===== config.mk =====
export PLATFORM = sky130hd
export DESIGN_NAME = wb_addr_decoder_flat
export DESIGN_NICKNAME = d
export VERILOG_FILES = /design/src/hw/wb_pkg.sv /design/src/hw/wb_if.sv /design/src/hw/wb_addr_decoder.sv /design/src/flat_wrapper.sv
export VERILOG_INCLUDE_DIRS = /design/src /design/src/hw
export SDC_FILE = /design/constraint.sdc
export NUM_CORES = 1
export LEC_CHECK = 0
export ABC_AREA = 1
export BUFFER_PORTS_ARGS = -buffer_cell sky130_fd_sc_hd__buf_2
export CORE_AREA = 3 3 118 120
export DETAILED_ROUTE_END_ITERATION = 7
export DIE_AREA = 0 0 121 123
export GPL_ROUTABILITY_DRIVEN = 0
export PLACE_DENSITY = 0.5
export SYNTH_ARGS = -nofsm -noshare
export SYNTH_HDL_FRONTEND = slang
export SYNTH_SLANG_ARGS = --single-unit

===== constraint.sdc =====
create_clock -name vclk -period 1.3
set_clock_uncertainty 0.15 [all_clocks]
set_input_delay 0.195 -clock vclk [all_inputs]
set_output_delay 0.195 -clock vclk [all_outputs]
set_load 0.1 [all_outputs]

===== src/hw/rv32i_consts.svh =====
`ifndef RV32I_CONSTS_SVH
`define RV32I_CONSTS_SVH

// Core data and address width
`define RV_XLEN 32

// Depth of each RAM slave in 32-bit words
`define RAM_DEPTH_WORDS 1024

// Byte base addresses of the two RAM regions
`define RAM0_BASE 32'h0000_0000
`define RAM1_BASE 32'h1000_0000

// Size of one decoded region in bytes, matches one RAM
`define REGION_BYTES 4096

`endif


===== src/hw/wb_pkg.sv =====
`include "rv32i_consts.svh"

package wb_pkg;

  // Word address, byte address bits 31 down to 2
  typedef logic [`RV_XLEN-3:0] wb_adr_t;

  // Bus data word
  typedef logic [`RV_XLEN-1:0] wb_dat_t;

  // One select bit per byte lane
  typedef logic [`RV_XLEN/8-1:0] wb_sel_t;

endpackage


===== src/hw/wb_if.sv =====
interface wb_if;
  import wb_pkg::*;

  // Request side, driven by the master
  wb_adr_t adr;
  wb_dat_t dat_w;
  wb_sel_t sel;
  logic    cyc;
  logic    stb;
  logic    we;

  // Response side, driven by the slave
  wb_dat_t dat_r;
  logic    ack;
  logic    err;

  modport master (
    output adr, dat_w, sel, cyc, stb, we,
    input  dat_r, ack, err
  );

  modport slave (
    input  adr, dat_w, sel, cyc, stb, we,
    output dat_r, ack, err
  );

endinterface


===== src/hw/wb_addr_decoder.sv =====
`include "rv32i_consts.svh"

module wb_addr_decoder (
  wb_if.slave  m,
  wb_if.master s0,
  wb_if.master s1
);
  import wb_pkg::*;

  // Word address width and word offset bits inside one region
  localparam int ADR_W    = $bits(wb_adr_t);
  localparam int OFF_BITS = $clog2(`REGION_BYTES) - 2;

  // Region bases as word addresses
  localparam wb_adr_t RAM0_WADR = wb_adr_t'(`RAM0_BASE >> 2);
  localparam wb_adr_t RAM1_WADR = wb_adr_t'(`RAM1_BASE >> 2);

  logic hit0;
  logic hit1;

  // Region match on the bits above the offset
  assign hit0 = (m.adr[ADR_W-1:OFF_BITS] == RAM0_WADR[ADR_W-1:OFF_BITS]);
  assign hit1 = (m.adr[ADR_W-1:OFF_BITS] == RAM1_WADR[ADR_W-1:OFF_BITS]);

  // Request fields go to both slaves
  assign s0.adr   = m.adr;
  assign s0.dat_w = m.dat_w;
  assign s0.sel   = m.sel;
  assign s0.we    = m.we;
  assign s1.adr   = m.adr;
  assign s1.dat_w = m.dat_w;
  assign s1.sel   = m.sel;
  assign s1.we    = m.we;

  // Only the matching slave sees a cycle
  assign s0.cyc = m.cyc && hit0;
  assign s0.stb = m.stb && hit0;
  assign s1.cyc = m.cyc && hit1;
  assign s1.stb = m.stb && hit1;

  // Response mux back to the master
  always_comb begin
    if (hit0) begin
      m.dat_r = s0.dat_r;
      m.ack   = s0.ack;
    end else if (hit1) begin
      m.dat_r = s1.dat_r;
      m.ack   = s1.ack;
    end else begin
      m.dat_r = '0;
      m.ack   = 1'b0;
    end
  end

  // Unmapped access errors right away and for as long as stb is up
  assign m.err = m.stb && !hit0 && !hit1;

endmodule


===== src/flat_wrapper.sv =====
// flat-port wrapper written by rule: the top's interface ports become plain ports
module wb_addr_decoder_flat import wb_pkg::*;
  (m_adr, m_dat_w, m_sel, m_cyc, m_stb, m_we, m_dat_r, m_ack, m_err, s0_adr, s0_dat_w, s0_sel, s0_cyc, s0_stb, s0_we, s0_dat_r, s0_ack, s0_err, s1_adr, s1_dat_w, s1_sel, s1_cyc, s1_stb, s1_we, s1_dat_r, s1_ack, s1_err);
  wb_if m_i ();
  wb_if s0_i ();
  wb_if s1_i ();
  input wire logic [$bits(m_i.adr)-1:0] m_adr;
  input wire logic [$bits(m_i.dat_w)-1:0] m_dat_w;
  input wire logic [$bits(m_i.sel)-1:0] m_sel;
  input wire logic [$bits(m_i.cyc)-1:0] m_cyc;
  input wire logic [$bits(m_i.stb)-1:0] m_stb;
  input wire logic [$bits(m_i.we)-1:0] m_we;
  output wire logic [$bits(m_i.dat_r)-1:0] m_dat_r;
  output wire logic [$bits(m_i.ack)-1:0] m_ack;
  output wire logic [$bits(m_i.err)-1:0] m_err;
  output wire logic [$bits(s0_i.adr)-1:0] s0_adr;
  output wire logic [$bits(s0_i.dat_w)-1:0] s0_dat_w;
  output wire logic [$bits(s0_i.sel)-1:0] s0_sel;
  output wire logic [$bits(s0_i.cyc)-1:0] s0_cyc;
  output wire logic [$bits(s0_i.stb)-1:0] s0_stb;
  output wire logic [$bits(s0_i.we)-1:0] s0_we;
  input wire logic [$bits(s0_i.dat_r)-1:0] s0_dat_r;
  input wire logic [$bits(s0_i.ack)-1:0] s0_ack;
  input wire logic [$bits(s0_i.err)-1:0] s0_err;
  output wire logic [$bits(s1_i.adr)-1:0] s1_adr;
  output wire logic [$bits(s1_i.dat_w)-1:0] s1_dat_w;
  output wire logic [$bits(s1_i.sel)-1:0] s1_sel;
  output wire logic [$bits(s1_i.cyc)-1:0] s1_cyc;
  output wire logic [$bits(s1_i.stb)-1:0] s1_stb;
  output wire logic [$bits(s1_i.we)-1:0] s1_we;
  input wire logic [$bits(s1_i.dat_r)-1:0] s1_dat_r;
  input wire logic [$bits(s1_i.ack)-1:0] s1_ack;
  input wire logic [$bits(s1_i.err)-1:0] s1_err;
  assign m_i.adr = m_adr;
  assign m_i.dat_w = m_dat_w;
  assign m_i.sel = m_sel;
  assign m_i.cyc = m_cyc;
  assign m_i.stb = m_stb;
  assign m_i.we = m_we;
  assign m_dat_r = m_i.dat_r;
  assign m_ack = m_i.ack;
  assign m_err = m_i.err;
  assign s0_adr = s0_i.adr;
  assign s0_dat_w = s0_i.dat_w;
  assign s0_sel = s0_i.sel;
  assign s0_cyc = s0_i.cyc;
  assign s0_stb = s0_i.stb;
  assign s0_we = s0_i.we;
  assign s0_i.dat_r = s0_dat_r;
  assign s0_i.ack = s0_ack;
  assign s0_i.err = s0_err;
  assign s1_adr = s1_i.adr;
  assign s1_dat_w = s1_i.dat_w;
  assign s1_sel = s1_i.sel;
  assign s1_cyc = s1_i.cyc;
  assign s1_stb = s1_i.stb;
  assign s1_we = s1_i.we;
  assign s1_i.dat_r = s1_dat_r;
  assign s1_i.ack = s1_ack;
  assign s1_i.err = s1_err;
  wb_addr_decoder u_core (.m(m_i), .s0(s0_i), .s1(s1_i));
endmodule

==> summary.txt <==
Outcome
  – Status: finished with violations
  – Failing checks: setup timing

Drt
  – Vias: 2088
  – Initial drt markers: 36
  – Antenna-violating nets left: 0
  – Average routed wire per standard cell: 16.5 um
  – DRC: 0
  – Drt first pass iters: 4
  – Via density: 3.99
  – WL final: 8620 um

Floorplan
  – Num ports: 309
  – Site Rows: 42
  – CORE AREA: 13100 um^2
  – Initial core utilization: 15.3%
  – Width of the chip: 121 um
  – Die height: 123 um
  – Die ar.: 14900 um^2

Clocking
  – Hold buffers post-CTS: 0

Synth
  – Synth Instances: 282
  – Synth unique cells: 17
  – Mapped cell area: 2000 um^2
  – Mapped Nets: 419
  – Register area share after synthesis: 0%
  – Syn_area_per_cell: 7.08 um^2
  – YS warnings: 0

Final layout
  – Most frequent cells in the layout: buf_12 (88), buf_2 (80), nand4_1 (33)
  – NumNets Final: 486
  – Seq cells: 0
  – Antenna cells: 0
  – P&R area growth vs syn: 116%
  – Commonest non-fill, non-tap cell in the layout: buf_12
  – Clock buffers: 0
  – Share of layout cells above drive strength 1: 88.8%
  – Fillers: 1322
  – Footprint of the multi-input gates: 1410 um^2
  – Utilization after layout: 33.0%
  – FF/Latch Area: 0 um^2

Pwr
  – Power Density: 274 nW/um^2
  – Peak supply drop: 0.000253 V
  – Leak: 1.78 nW
  – Total power draw: 1.18 mW

Timing
  – Tmin final: 1.83 ns
  – Final Hold Vio Count: 0
  – RSZ-0062 raised after global routing: true
  – Setup WS post-layout: -0.528 ns
  – Slew Limit Fails: 0
  – Maximum clock rate: 547 MHz
  – Least-Margin Pin Slew: 0.424 ns
  – Period Utilization, post-route: 141%
  – Slew HR: 71.7%
  – Hold_ws: 0.240 ns
  – Setup violators final: 38

GRT
  – Vias in the first global route: 2210
  – Total congestion overflow: 0
  – First-pass GRT wire length: 11800 um
  – Pin count of the biggest net entering global routing: 24
  – Gr usage total: 9.79%
  – Initial antenna violation count: 0

Setup path
  – Crit. End Element: output pin
  – Worst setup SP type: input port
  – Crit path DAT: 1.48 ns
  – Critical path origin: m_adr[25]
  – Critical Path End: m_dat_r[1]
  – Kind of critical path: input port to output pin
  – Crit-path max FO: 12
  – Required time of the critical path: 0.95 ns

Flow run
  – Max_cap viols: 0

Placement
  – Dpl hpwl: 6530 um
  – Port bufs: 166

Hold path
  – Min-Delay Path Class: input port to output pin
==> worst min path at each step <==
stage | from | to | slack, ns | cells after the start
2_1_floorplan | m_adr[0] | s0_adr[0] | 0.45 | 1
3_3_place_gp | m_adr[2] | s0_adr[2] | 0.24 | 0
3_5_place_dp | m_adr[2] | s0_adr[2] | 0.24 | 0
4_1_cts | m_adr[2] | s0_adr[2] | 0.24 | 0
5_1_grt | m_dat_w[25] | s0_dat_w[25] | 0.24 | 0
6_report | m_dat_w[27] | s0_dat_w[27] | 0.24 | 0
==> metal layers <==
| layer | GRT usage, % | vias to the layer above | wire [um] |
|---|---|---|---|
| met5 | 0 | - | 0 |
| li1 | - | 943 | - |
| met1 | 9.29 | 976 | 2660 |
| met4 | 2.83 | 0 | 246 |
| met3 | 3.48 | 41 | 895 |
| met2 | 19.6 | 128 | 4820 |
==> metrics by stage <==
stage                     cells  cell area [um^2]  setup TNS [ns]  worst slack [ns]
after floorplan             282              2400          -10.33            -0.382
after global placement      508              3790          -20.15            -0.561
after detailed placement    508              3790          -21.15            -0.599
after CTS                   516              4110          -20.02            -0.568
after global routing        523              4320          -20.98            -0.594
final                       523              4320          -18.42            -0.528
==> cell families after synthesis <==
family	count (synthesis)	synth area share [%]
AOI/OAI and AO/OA	1	0.251
buffers and inverters	153	58.6
and+or+nand+nor	128	41.2
==> critical path: stages <==
cell and delay, ns:
buf_6 0.10, nor2_4 0.11, nand2_4 0.07, buf_12 0.12, nor2_4 0.12, buf_4 0.13, buf_12 0.12, nand4_1 0.20
nand2_8 0.14, buf_12 0.17
==> power breakdown <==
group / total [mW] / switching, mW / internal (mW) / leakage [nW]
clock network: 0 / 0 / 0 / 0
logic: 1.18 / 0.736 / 0.448 / 1.78
registers: 0 / 0 / 0 / 0
==> Yosys cell counts <==
cell      instances  area [um^2]
buf_12            3         60.1
nor2_2            8         50.1
nand4_1          33          206
nor2_8            1         20.0
nand4_2           1         12.5
nand3_1           4         20.0
nor3_1            1         5.00
buf_4           134         1010
nand2_2           2         12.5
nor2_1            9         33.8
inv_1             3         11.3
buf_2            10         50.1
clkbuf_8          3         41.3
o21ai_0           1         5.00
nand2_1          38          143
nor3b_4           1         18.8
nand3_2          30          300
==> timing repair <==
action | CTS | global route
gates resized for setup | 38 | 27
pin swaps | 7 | 18
cloned | 3 | 5
setup endpoints to repair | 40 | 38
setup buffers | 5 | 5
==> layout make-up <==
type,count,area share [%]
timing repair buffer,215,61.9
tap,176,5.10
multi-input combinational,129,32.7
inverter,3,0.261
Power figures use the tool's default switching activity.
