===== src/hw/rv32i_consts.svh =====
`ifndef RV32I_CONSTS_SVH
`define RV32I_CONSTS_SVH

// Core data and address width
`define RV_XLEN 32

// Depth of each RAM slave in 32-bit words
`define RAM_DEPTH_WORDS 1024

// Byte base addresses of the two RAM regions
`define RAM0_BASE 32'h0000_0000
`define RAM1_BASE 32'h1000_0000

// Size of one decoded region in bytes, matches one RAM
`define REGION_BYTES 4096

`endif


===== src/hw/rv32i_lsu_pkg.sv =====
`include "rv32i_consts.svh"

package rv32i_lsu_pkg;

  // One core data or address word
  typedef logic [`RV_XLEN-1:0] xword_t;

  // Access size as encoded by the load/store instructions
  // Code 3 is not a legal funct3 width, the memory stage treats it as a byte
  typedef enum logic [1:0] {
    MEM_BYTE     = 2'd0,
    MEM_HALF     = 2'd1,
    MEM_WORD     = 2'd2,
    MEM_BYTE_ALT = 2'd3
  } mem_size_e;

endpackage


===== src/hw/wb_pkg.sv =====
`include "rv32i_consts.svh"

package wb_pkg;

  // Word address, byte address bits 31 down to 2
  typedef logic [`RV_XLEN-3:0] wb_adr_t;

  // Bus data word
  typedef logic [`RV_XLEN-1:0] wb_dat_t;

  // One select bit per byte lane
  typedef logic [`RV_XLEN/8-1:0] wb_sel_t;

endpackage


===== src/hw/wb_if.sv =====
interface wb_if;
  import wb_pkg::*;

  // Request side, driven by the master
  wb_adr_t adr;
  wb_dat_t dat_w;
  wb_sel_t sel;
  logic    cyc;
  logic    stb;
  logic    we;

  // Response side, driven by the slave
  wb_dat_t dat_r;
  logic    ack;
  logic    err;

  modport master (
    output adr, dat_w, sel, cyc, stb, we,
    input  dat_r, ack, err
  );

  modport slave (
    input  adr, dat_w, sel, cyc, stb, we,
    output dat_r, ack, err
  );

endinterface


===== src/hw/rv32i_memory_pipe.sv =====
`include "rv32i_consts.svh"

module rv32i_memory_pipe (
  input  logic                     clk_i,
  input  logic                     rst_n_i,
  input  logic                     clear_i,
  input  logic                     data_ready_i,
  input  rv32i_lsu_pkg::xword_t    data_i,
  input  rv32i_lsu_pkg::xword_t    addr_i,
  input  rv32i_lsu_pkg::mem_size_e word_size_i,
  input  logic                     write_i,
  output rv32i_lsu_pkg::xword_t    data_o,
  output logic                     busy_o,
  output logic                     err_o,
  wb_if.master                     bus
);
  import rv32i_lsu_pkg::*;
  import wb_pkg::*;

  wb_sel_t sel_next;
  wb_sel_t sel_q;
  wb_adr_t adr_q;
  wb_dat_t dat_w_q;
  logic    stb_q;
  logic    we_q;
  logic    take_req;

  // New request only when no cycle is open
  assign take_req = data_ready_i && !stb_q;

  // Lane selects from size and low address bits
  // Data is not shifted, lanes just mark which bytes are valid
  always_comb begin
    case (word_size_i)
      MEM_HALF: sel_next = addr_i[1] ? 4'b1100 : 4'b0011;
      MEM_WORD: sel_next = 4'b1111;
      // Byte, and the unused code 3
      default:  sel_next = wb_sel_t'(4'b0001 << addr_i[1:0]);
    endcase
  end

  // Control state of the single open cycle
  always_ff @(posedge clk_i or negedge rst_n_i) begin
    if (!rst_n_i) begin
      stb_q  <= 1'b0;
      we_q   <= 1'b0;
      sel_q  <= '0;
      busy_o <= 1'b0;
      err_o  <= 1'b0;
    end else if (clear_i) begin
      // Flush, also abandons an open cycle
      stb_q  <= 1'b0;
      we_q   <= 1'b0;
      sel_q  <= '0;
      busy_o <= 1'b0;
      err_o  <= 1'b0;
    end else if (take_req) begin
      stb_q  <= 1'b1;
      we_q   <= write_i;
      sel_q  <= sel_next;
      busy_o <= 1'b1;
    end else if (bus.ack) begin
      stb_q  <= 1'b0;
      we_q   <= 1'b0;
      busy_o <= 1'b0;
    end else if (bus.err) begin
      // Unmapped address, error stays until reset or flush
      stb_q  <= 1'b0;
      we_q   <= 1'b0;
      busy_o <= 1'b0;
      err_o  <= 1'b1;
    end
  end

  // Payload registers
  always_ff @(posedge clk_i) begin
    if (take_req) begin
      adr_q   <= addr_i[`RV_XLEN-1:2];
      dat_w_q <= data_i;
    end
    // Full word comes back as is
    if (stb_q && bus.ack) begin
      data_o <= bus.dat_r;
    end
  end

  // Single master, so cyc follows stb
  assign bus.cyc   = stb_q;
  assign bus.stb   = stb_q;
  assign bus.we    = we_q;
  assign bus.sel   = sel_q;
  assign bus.adr   = adr_q;
  assign bus.dat_w = dat_w_q;

endmodule


===== src/flat_wrapper.sv =====
// flat-port wrapper written by rule: the top's interface ports become plain ports
module rv32i_memory_pipe_flat import rv32i_lsu_pkg::*; import wb_pkg::*;
  (clk_i, rst_n_i, clear_i, data_ready_i, data_i, addr_i, word_size_i, write_i, data_o, busy_o, err_o, bus_adr, bus_dat_w, bus_sel, bus_cyc, bus_stb, bus_we, bus_dat_r, bus_ack, bus_err);
  wb_if bus_i ();
  input  logic clk_i;
  input  logic rst_n_i;
  input  logic clear_i;
  input  logic data_ready_i;
  input  rv32i_lsu_pkg::xword_t data_i;
  input  rv32i_lsu_pkg::xword_t addr_i;
  input  rv32i_lsu_pkg::mem_size_e word_size_i;
  input  logic write_i;
  output rv32i_lsu_pkg::xword_t data_o;
  output logic busy_o;
  output logic err_o;
  output wire logic [$bits(bus_i.adr)-1:0] bus_adr;
  output wire logic [$bits(bus_i.dat_w)-1:0] bus_dat_w;
  output wire logic [$bits(bus_i.sel)-1:0] bus_sel;
  output wire logic [$bits(bus_i.cyc)-1:0] bus_cyc;
  output wire logic [$bits(bus_i.stb)-1:0] bus_stb;
  output wire logic [$bits(bus_i.we)-1:0] bus_we;
  input wire logic [$bits(bus_i.dat_r)-1:0] bus_dat_r;
  input wire logic [$bits(bus_i.ack)-1:0] bus_ack;
  input wire logic [$bits(bus_i.err)-1:0] bus_err;
  assign bus_adr = bus_i.adr;
  assign bus_dat_w = bus_i.dat_w;
  assign bus_sel = bus_i.sel;
  assign bus_cyc = bus_i.cyc;
  assign bus_stb = bus_i.stb;
  assign bus_we = bus_i.we;
  assign bus_i.dat_r = bus_dat_r;
  assign bus_i.ack = bus_ack;
  assign bus_i.err = bus_err;
  rv32i_memory_pipe u_core (.clk_i(clk_i), .rst_n_i(rst_n_i), .clear_i(clear_i), .data_ready_i(data_ready_i), .data_i(data_i), .addr_i(addr_i), .word_size_i(word_size_i), .write_i(write_i), .data_o(data_o), .busy_o(busy_o), .err_o(err_o), .bus(bus_i));
endmodule

===== config.mk =====
export PLATFORM = sky130hd
export DESIGN_NAME = rv32i_memory_pipe_flat
export DESIGN_NICKNAME = d
export VERILOG_FILES = /design/src/hw/rv32i_lsu_pkg.sv /design/src/hw/wb_pkg.sv /design/src/hw/wb_if.sv /design/src/hw/rv32i_memory_pipe.sv /design/src/flat_wrapper.sv
export VERILOG_INCLUDE_DIRS = /design/src /design/src/hw
export SDC_FILE = /design/constraint.sdc
export NUM_CORES = 1
export LEC_CHECK = 0
export ABC_AREA = 1
export BUFFER_PORTS_ARGS = -buffer_cell sky130_fd_sc_hd__buf_2
export CAP_MARGIN = 20
export CELL_PAD_IN_SITES_DETAIL_PLACEMENT = 0
export CELL_PAD_IN_SITES_GLOBAL_PLACEMENT = 1
export CORE_MARGIN = 5
export CORE_UTILIZATION = 32
export DETAILED_ROUTE_END_ITERATION = 6
export PLACE_DENSITY = 0.74
export SLEW_MARGIN = 20
export SYNTH_ARGS = -nofsm -noshare
export SYNTH_HDL_FRONTEND = slang
export SYNTH_SLANG_ARGS = --single-unit

===== constraint.sdc =====
create_clock -name clk_i -period 1.75 [get_ports clk_i]
set_clock_uncertainty 0.05 [all_clocks]
set_input_delay 0.35 -clock clk_i [delete_from_list [all_inputs] [get_ports clk_i]]
set_output_delay 0.35 -clock clk_i [all_outputs]
set_load 0.01 [all_outputs]

==> impl_metrics.toml <==
[setup_path]
worstPathRequired_ns = 1.71
arrival_ns = 1.36
cp-startpoint = "u_core.bus.cyc"
cp_max_fo = 63
path_class = "flop to flop"
start_kind = "flop"
rr_startpoint = "u_core.bus.cyc"
end_kind = "flop"

[routing]
post_drt_wl_per_cell_um = 15.7
via_per_inst = 4.08
vias = 2077
remaining_drc_errors = 0
wirelength_um = 7990
first_iter_violations = 124
drt_pass1_iterations = 4
ant_nets = 0

[clocking]
h-tree-depth = 3
clock_path_buffers = 2
root_buffer = "clkbuf_8"
numCtsBuffers = 9
cts_resized = 0
cts.clk_slew.worst_paths_ns = 0.10
cts_setup_buffers = 0
cts_tree = "yes"
clock-sinks = 101
worstSkewPairLatency_ns = 0.35

[timing]
fmax_mhz = 715
fin_hold_ws_ns = 0.112
timing.final.crit_share = 0.799
min_period_ns = 1.40
timing_hold_violations_final = 0
rsz0062_at_grt = "false"
relSlewSlack = 0.750
worst_slew_pin_slew_ns = 0.375
finalSetupTns_ns = 0
maxSlewViolCount = 0
finalSetupViolCount = 0

[placement]
place_congestion = 0.834
dp.final_hpwl_um = 6240
port_buffers = 207

[die]
fp.dieW_um = 111
ioPinCount = 208
die_y_um = 111
rows = 36
core_area_mm2 = 0.00986
die_area_mm2 = 0.0123
start_util = 0.330

[layout]
diodes = 0
nNetsFinal = 478
n_fill_cell = 874
syn_to_final_growth_pct = 45.3
drive_gt1_frac = 0.606

[logic_synthesis]
avgSynthCellArea_um2 = 21.4
yosysWarningCount = 0
seq_area_frac_synth = 0.922
synth_cells = 152
syn_area_mm2 = 0.00325
ys_ff_latch = 101
ys_types = 14
syn_nets = 259

[global_route]
grt_max_degree = 64
gr-total-overflow = 0
grt_pass1_wl_um = 11900
grt_util_all_layers = 0.128
grt_pass1_vias = 2133
antenna_found_initial = 0

[hold_path]
hold_start = "addr_i[21]"
hold_path.class = "input port to flop"

[power]
p_leak_nw = 2.11
p_per_area_mw_per_mm2 = 1050
vdd_drop_max_mv = 0.504

[flow_run]
cap_violations = 0

[run_status]
status = "complete, no violations"
[cells in the mapped netlist]
library cell | number | area, um^2
edfxtp_1 | 94 | 2820
nand2_1 | 24 | 90.1
inv_1 | 8 | 30.0
dfrtp_1 | 7 | 175
nand3_1 | 4 | 20.0
nand4_1 | 3 | 18.8
buf_4 | 2 | 15.0
ha_1 | 2 | 25.0
nor2_1 | 2 | 7.51
nor2_4 | 2 | 22.5
inv_2 | 1 | 3.75
inv_4 | 1 | 6.26
nand2_4 | 1 | 11.3
o21ai_0 | 1 | 5.00
[layer usage]
metal  global-route usage  routed length (um)  vias up
li1                     -                   -      995
met1                0.141                3030      952
met2                0.212                4030      117
met3               0.0502                 731       13
met4               0.0673                 194        0
met5                    0                   0        -
[flip-flops by register name, summed over array words and instances, names as in the netlist]
name              flops
u_core.bus.dat_w     32
u_core.data_o        32
u_core.bus.adr       30
u_core.bus.sel        4
u_core.bus.cyc        1
u_core.bus.we         1
u_core.err_o          1
[power breakdown]
| part | switching [W] | internal [W] |
|---|---|---|
| sequential | 0.0000316 | 0.00278 |
| clock | 0.000770 | 0.000951 |
| combinational | 0.000235 | 0.000186 |
[cells by family (layout without fill, tap and decap cells)]
group,after synthesis,after routing,share of synthesized area
AO/OA/AOI/OAI,1,1,0.00154
adder cells (fa/ha/maj),2,2,0.00769
buffers and inverters,12,236,0.0169
flip-flops,101,101,0.922
AND/OR/NAND/NOR,36,36,0.0523
[critical path, stage by stage, from the launching register on]
cell and delay (ns):
dfrtp_1 0.44, inv_2 0.09, nand2_4 0.07, inv_4 0.06, buf_12 0.26
[final timing paths]
check | endpoint | slack, ns | cells after the start
max reg2reg | u_core.bus.dat_w[13] | 0.35 | 4
min reg2reg | u_core.err_o | 0.44 | 2
max | u_core.bus.dat_w[13] | 0.35 | 4
min in group asynchronous | u_core.bus.sel[2] | 0.30 | 2
min | u_core.bus.adr[19] | 0.11 | 1
max in group asynchronous | u_core.bus.cyc | 1.19 | 2
[metrics by stage]
| stage | area (um^2) | util | worst slack, ns | cells | power [W] |
|---|---|---|---|---|---|
| 5_1_grt | 4730 | 0.479 | 0.280 | 509 | 0.00518 |
| 2_1_floorplan | 3250 | - | 0.153 | 152 | 0.00302 |
| 4_1_cts | 4730 | 0.479 | 0.360 | 509 | 0.00501 |
| 3_5_place_dp | 4480 | 0.454 | 0.392 | 492 | 0.00330 |
| 3_3_place_gp | 4480 | 0.454 | 0.421 | 492 | 0.00329 |
| 6_report | 4730 | 0.479 | 0.352 | 509 | 0.00496 |
[layout make-up]
type / instances / area [um^2] / share of cell area
repair buffers: 210 / 1090 / 0.230
inverters: 10 / 40.0 / 0.00847
clock buffers: 10 / 128 / 0.0270
clock inverters: 6 / 110 / 0.0233
well taps: 133 / 166 / 0.0352
flip-flops and latches: 101 / 3000 / 0.634
multi-input cells: 39 / 200 / 0.0423
[what timing repair did]
| action | 4_1_cts | 5_1_grt |
|---|---|---|
| hold buffers | 1 | 0 |
| setup endpoints to repair | 0 | 0 |
| hold endpoints to repair | 7 | 0 |
[cells in the final DEF (no fill, tap or decap), types with 2 or more instances in the layout]
master	Yosys	routed
ha_1	2	2
nand4_1	3	3
nor2_1	2	2
edfxtp_1	94	94
buf_12	0	2
bufinv_16	0	3
clkbuf_8	0	9
inv_1	8	8
buf_2	0	207
nand3_1	4	4
dfrtp_1	7	7
nand2_1	24	24
nor2_4	2	2
No activity file was read; power rests on OpenSTA's default activity.
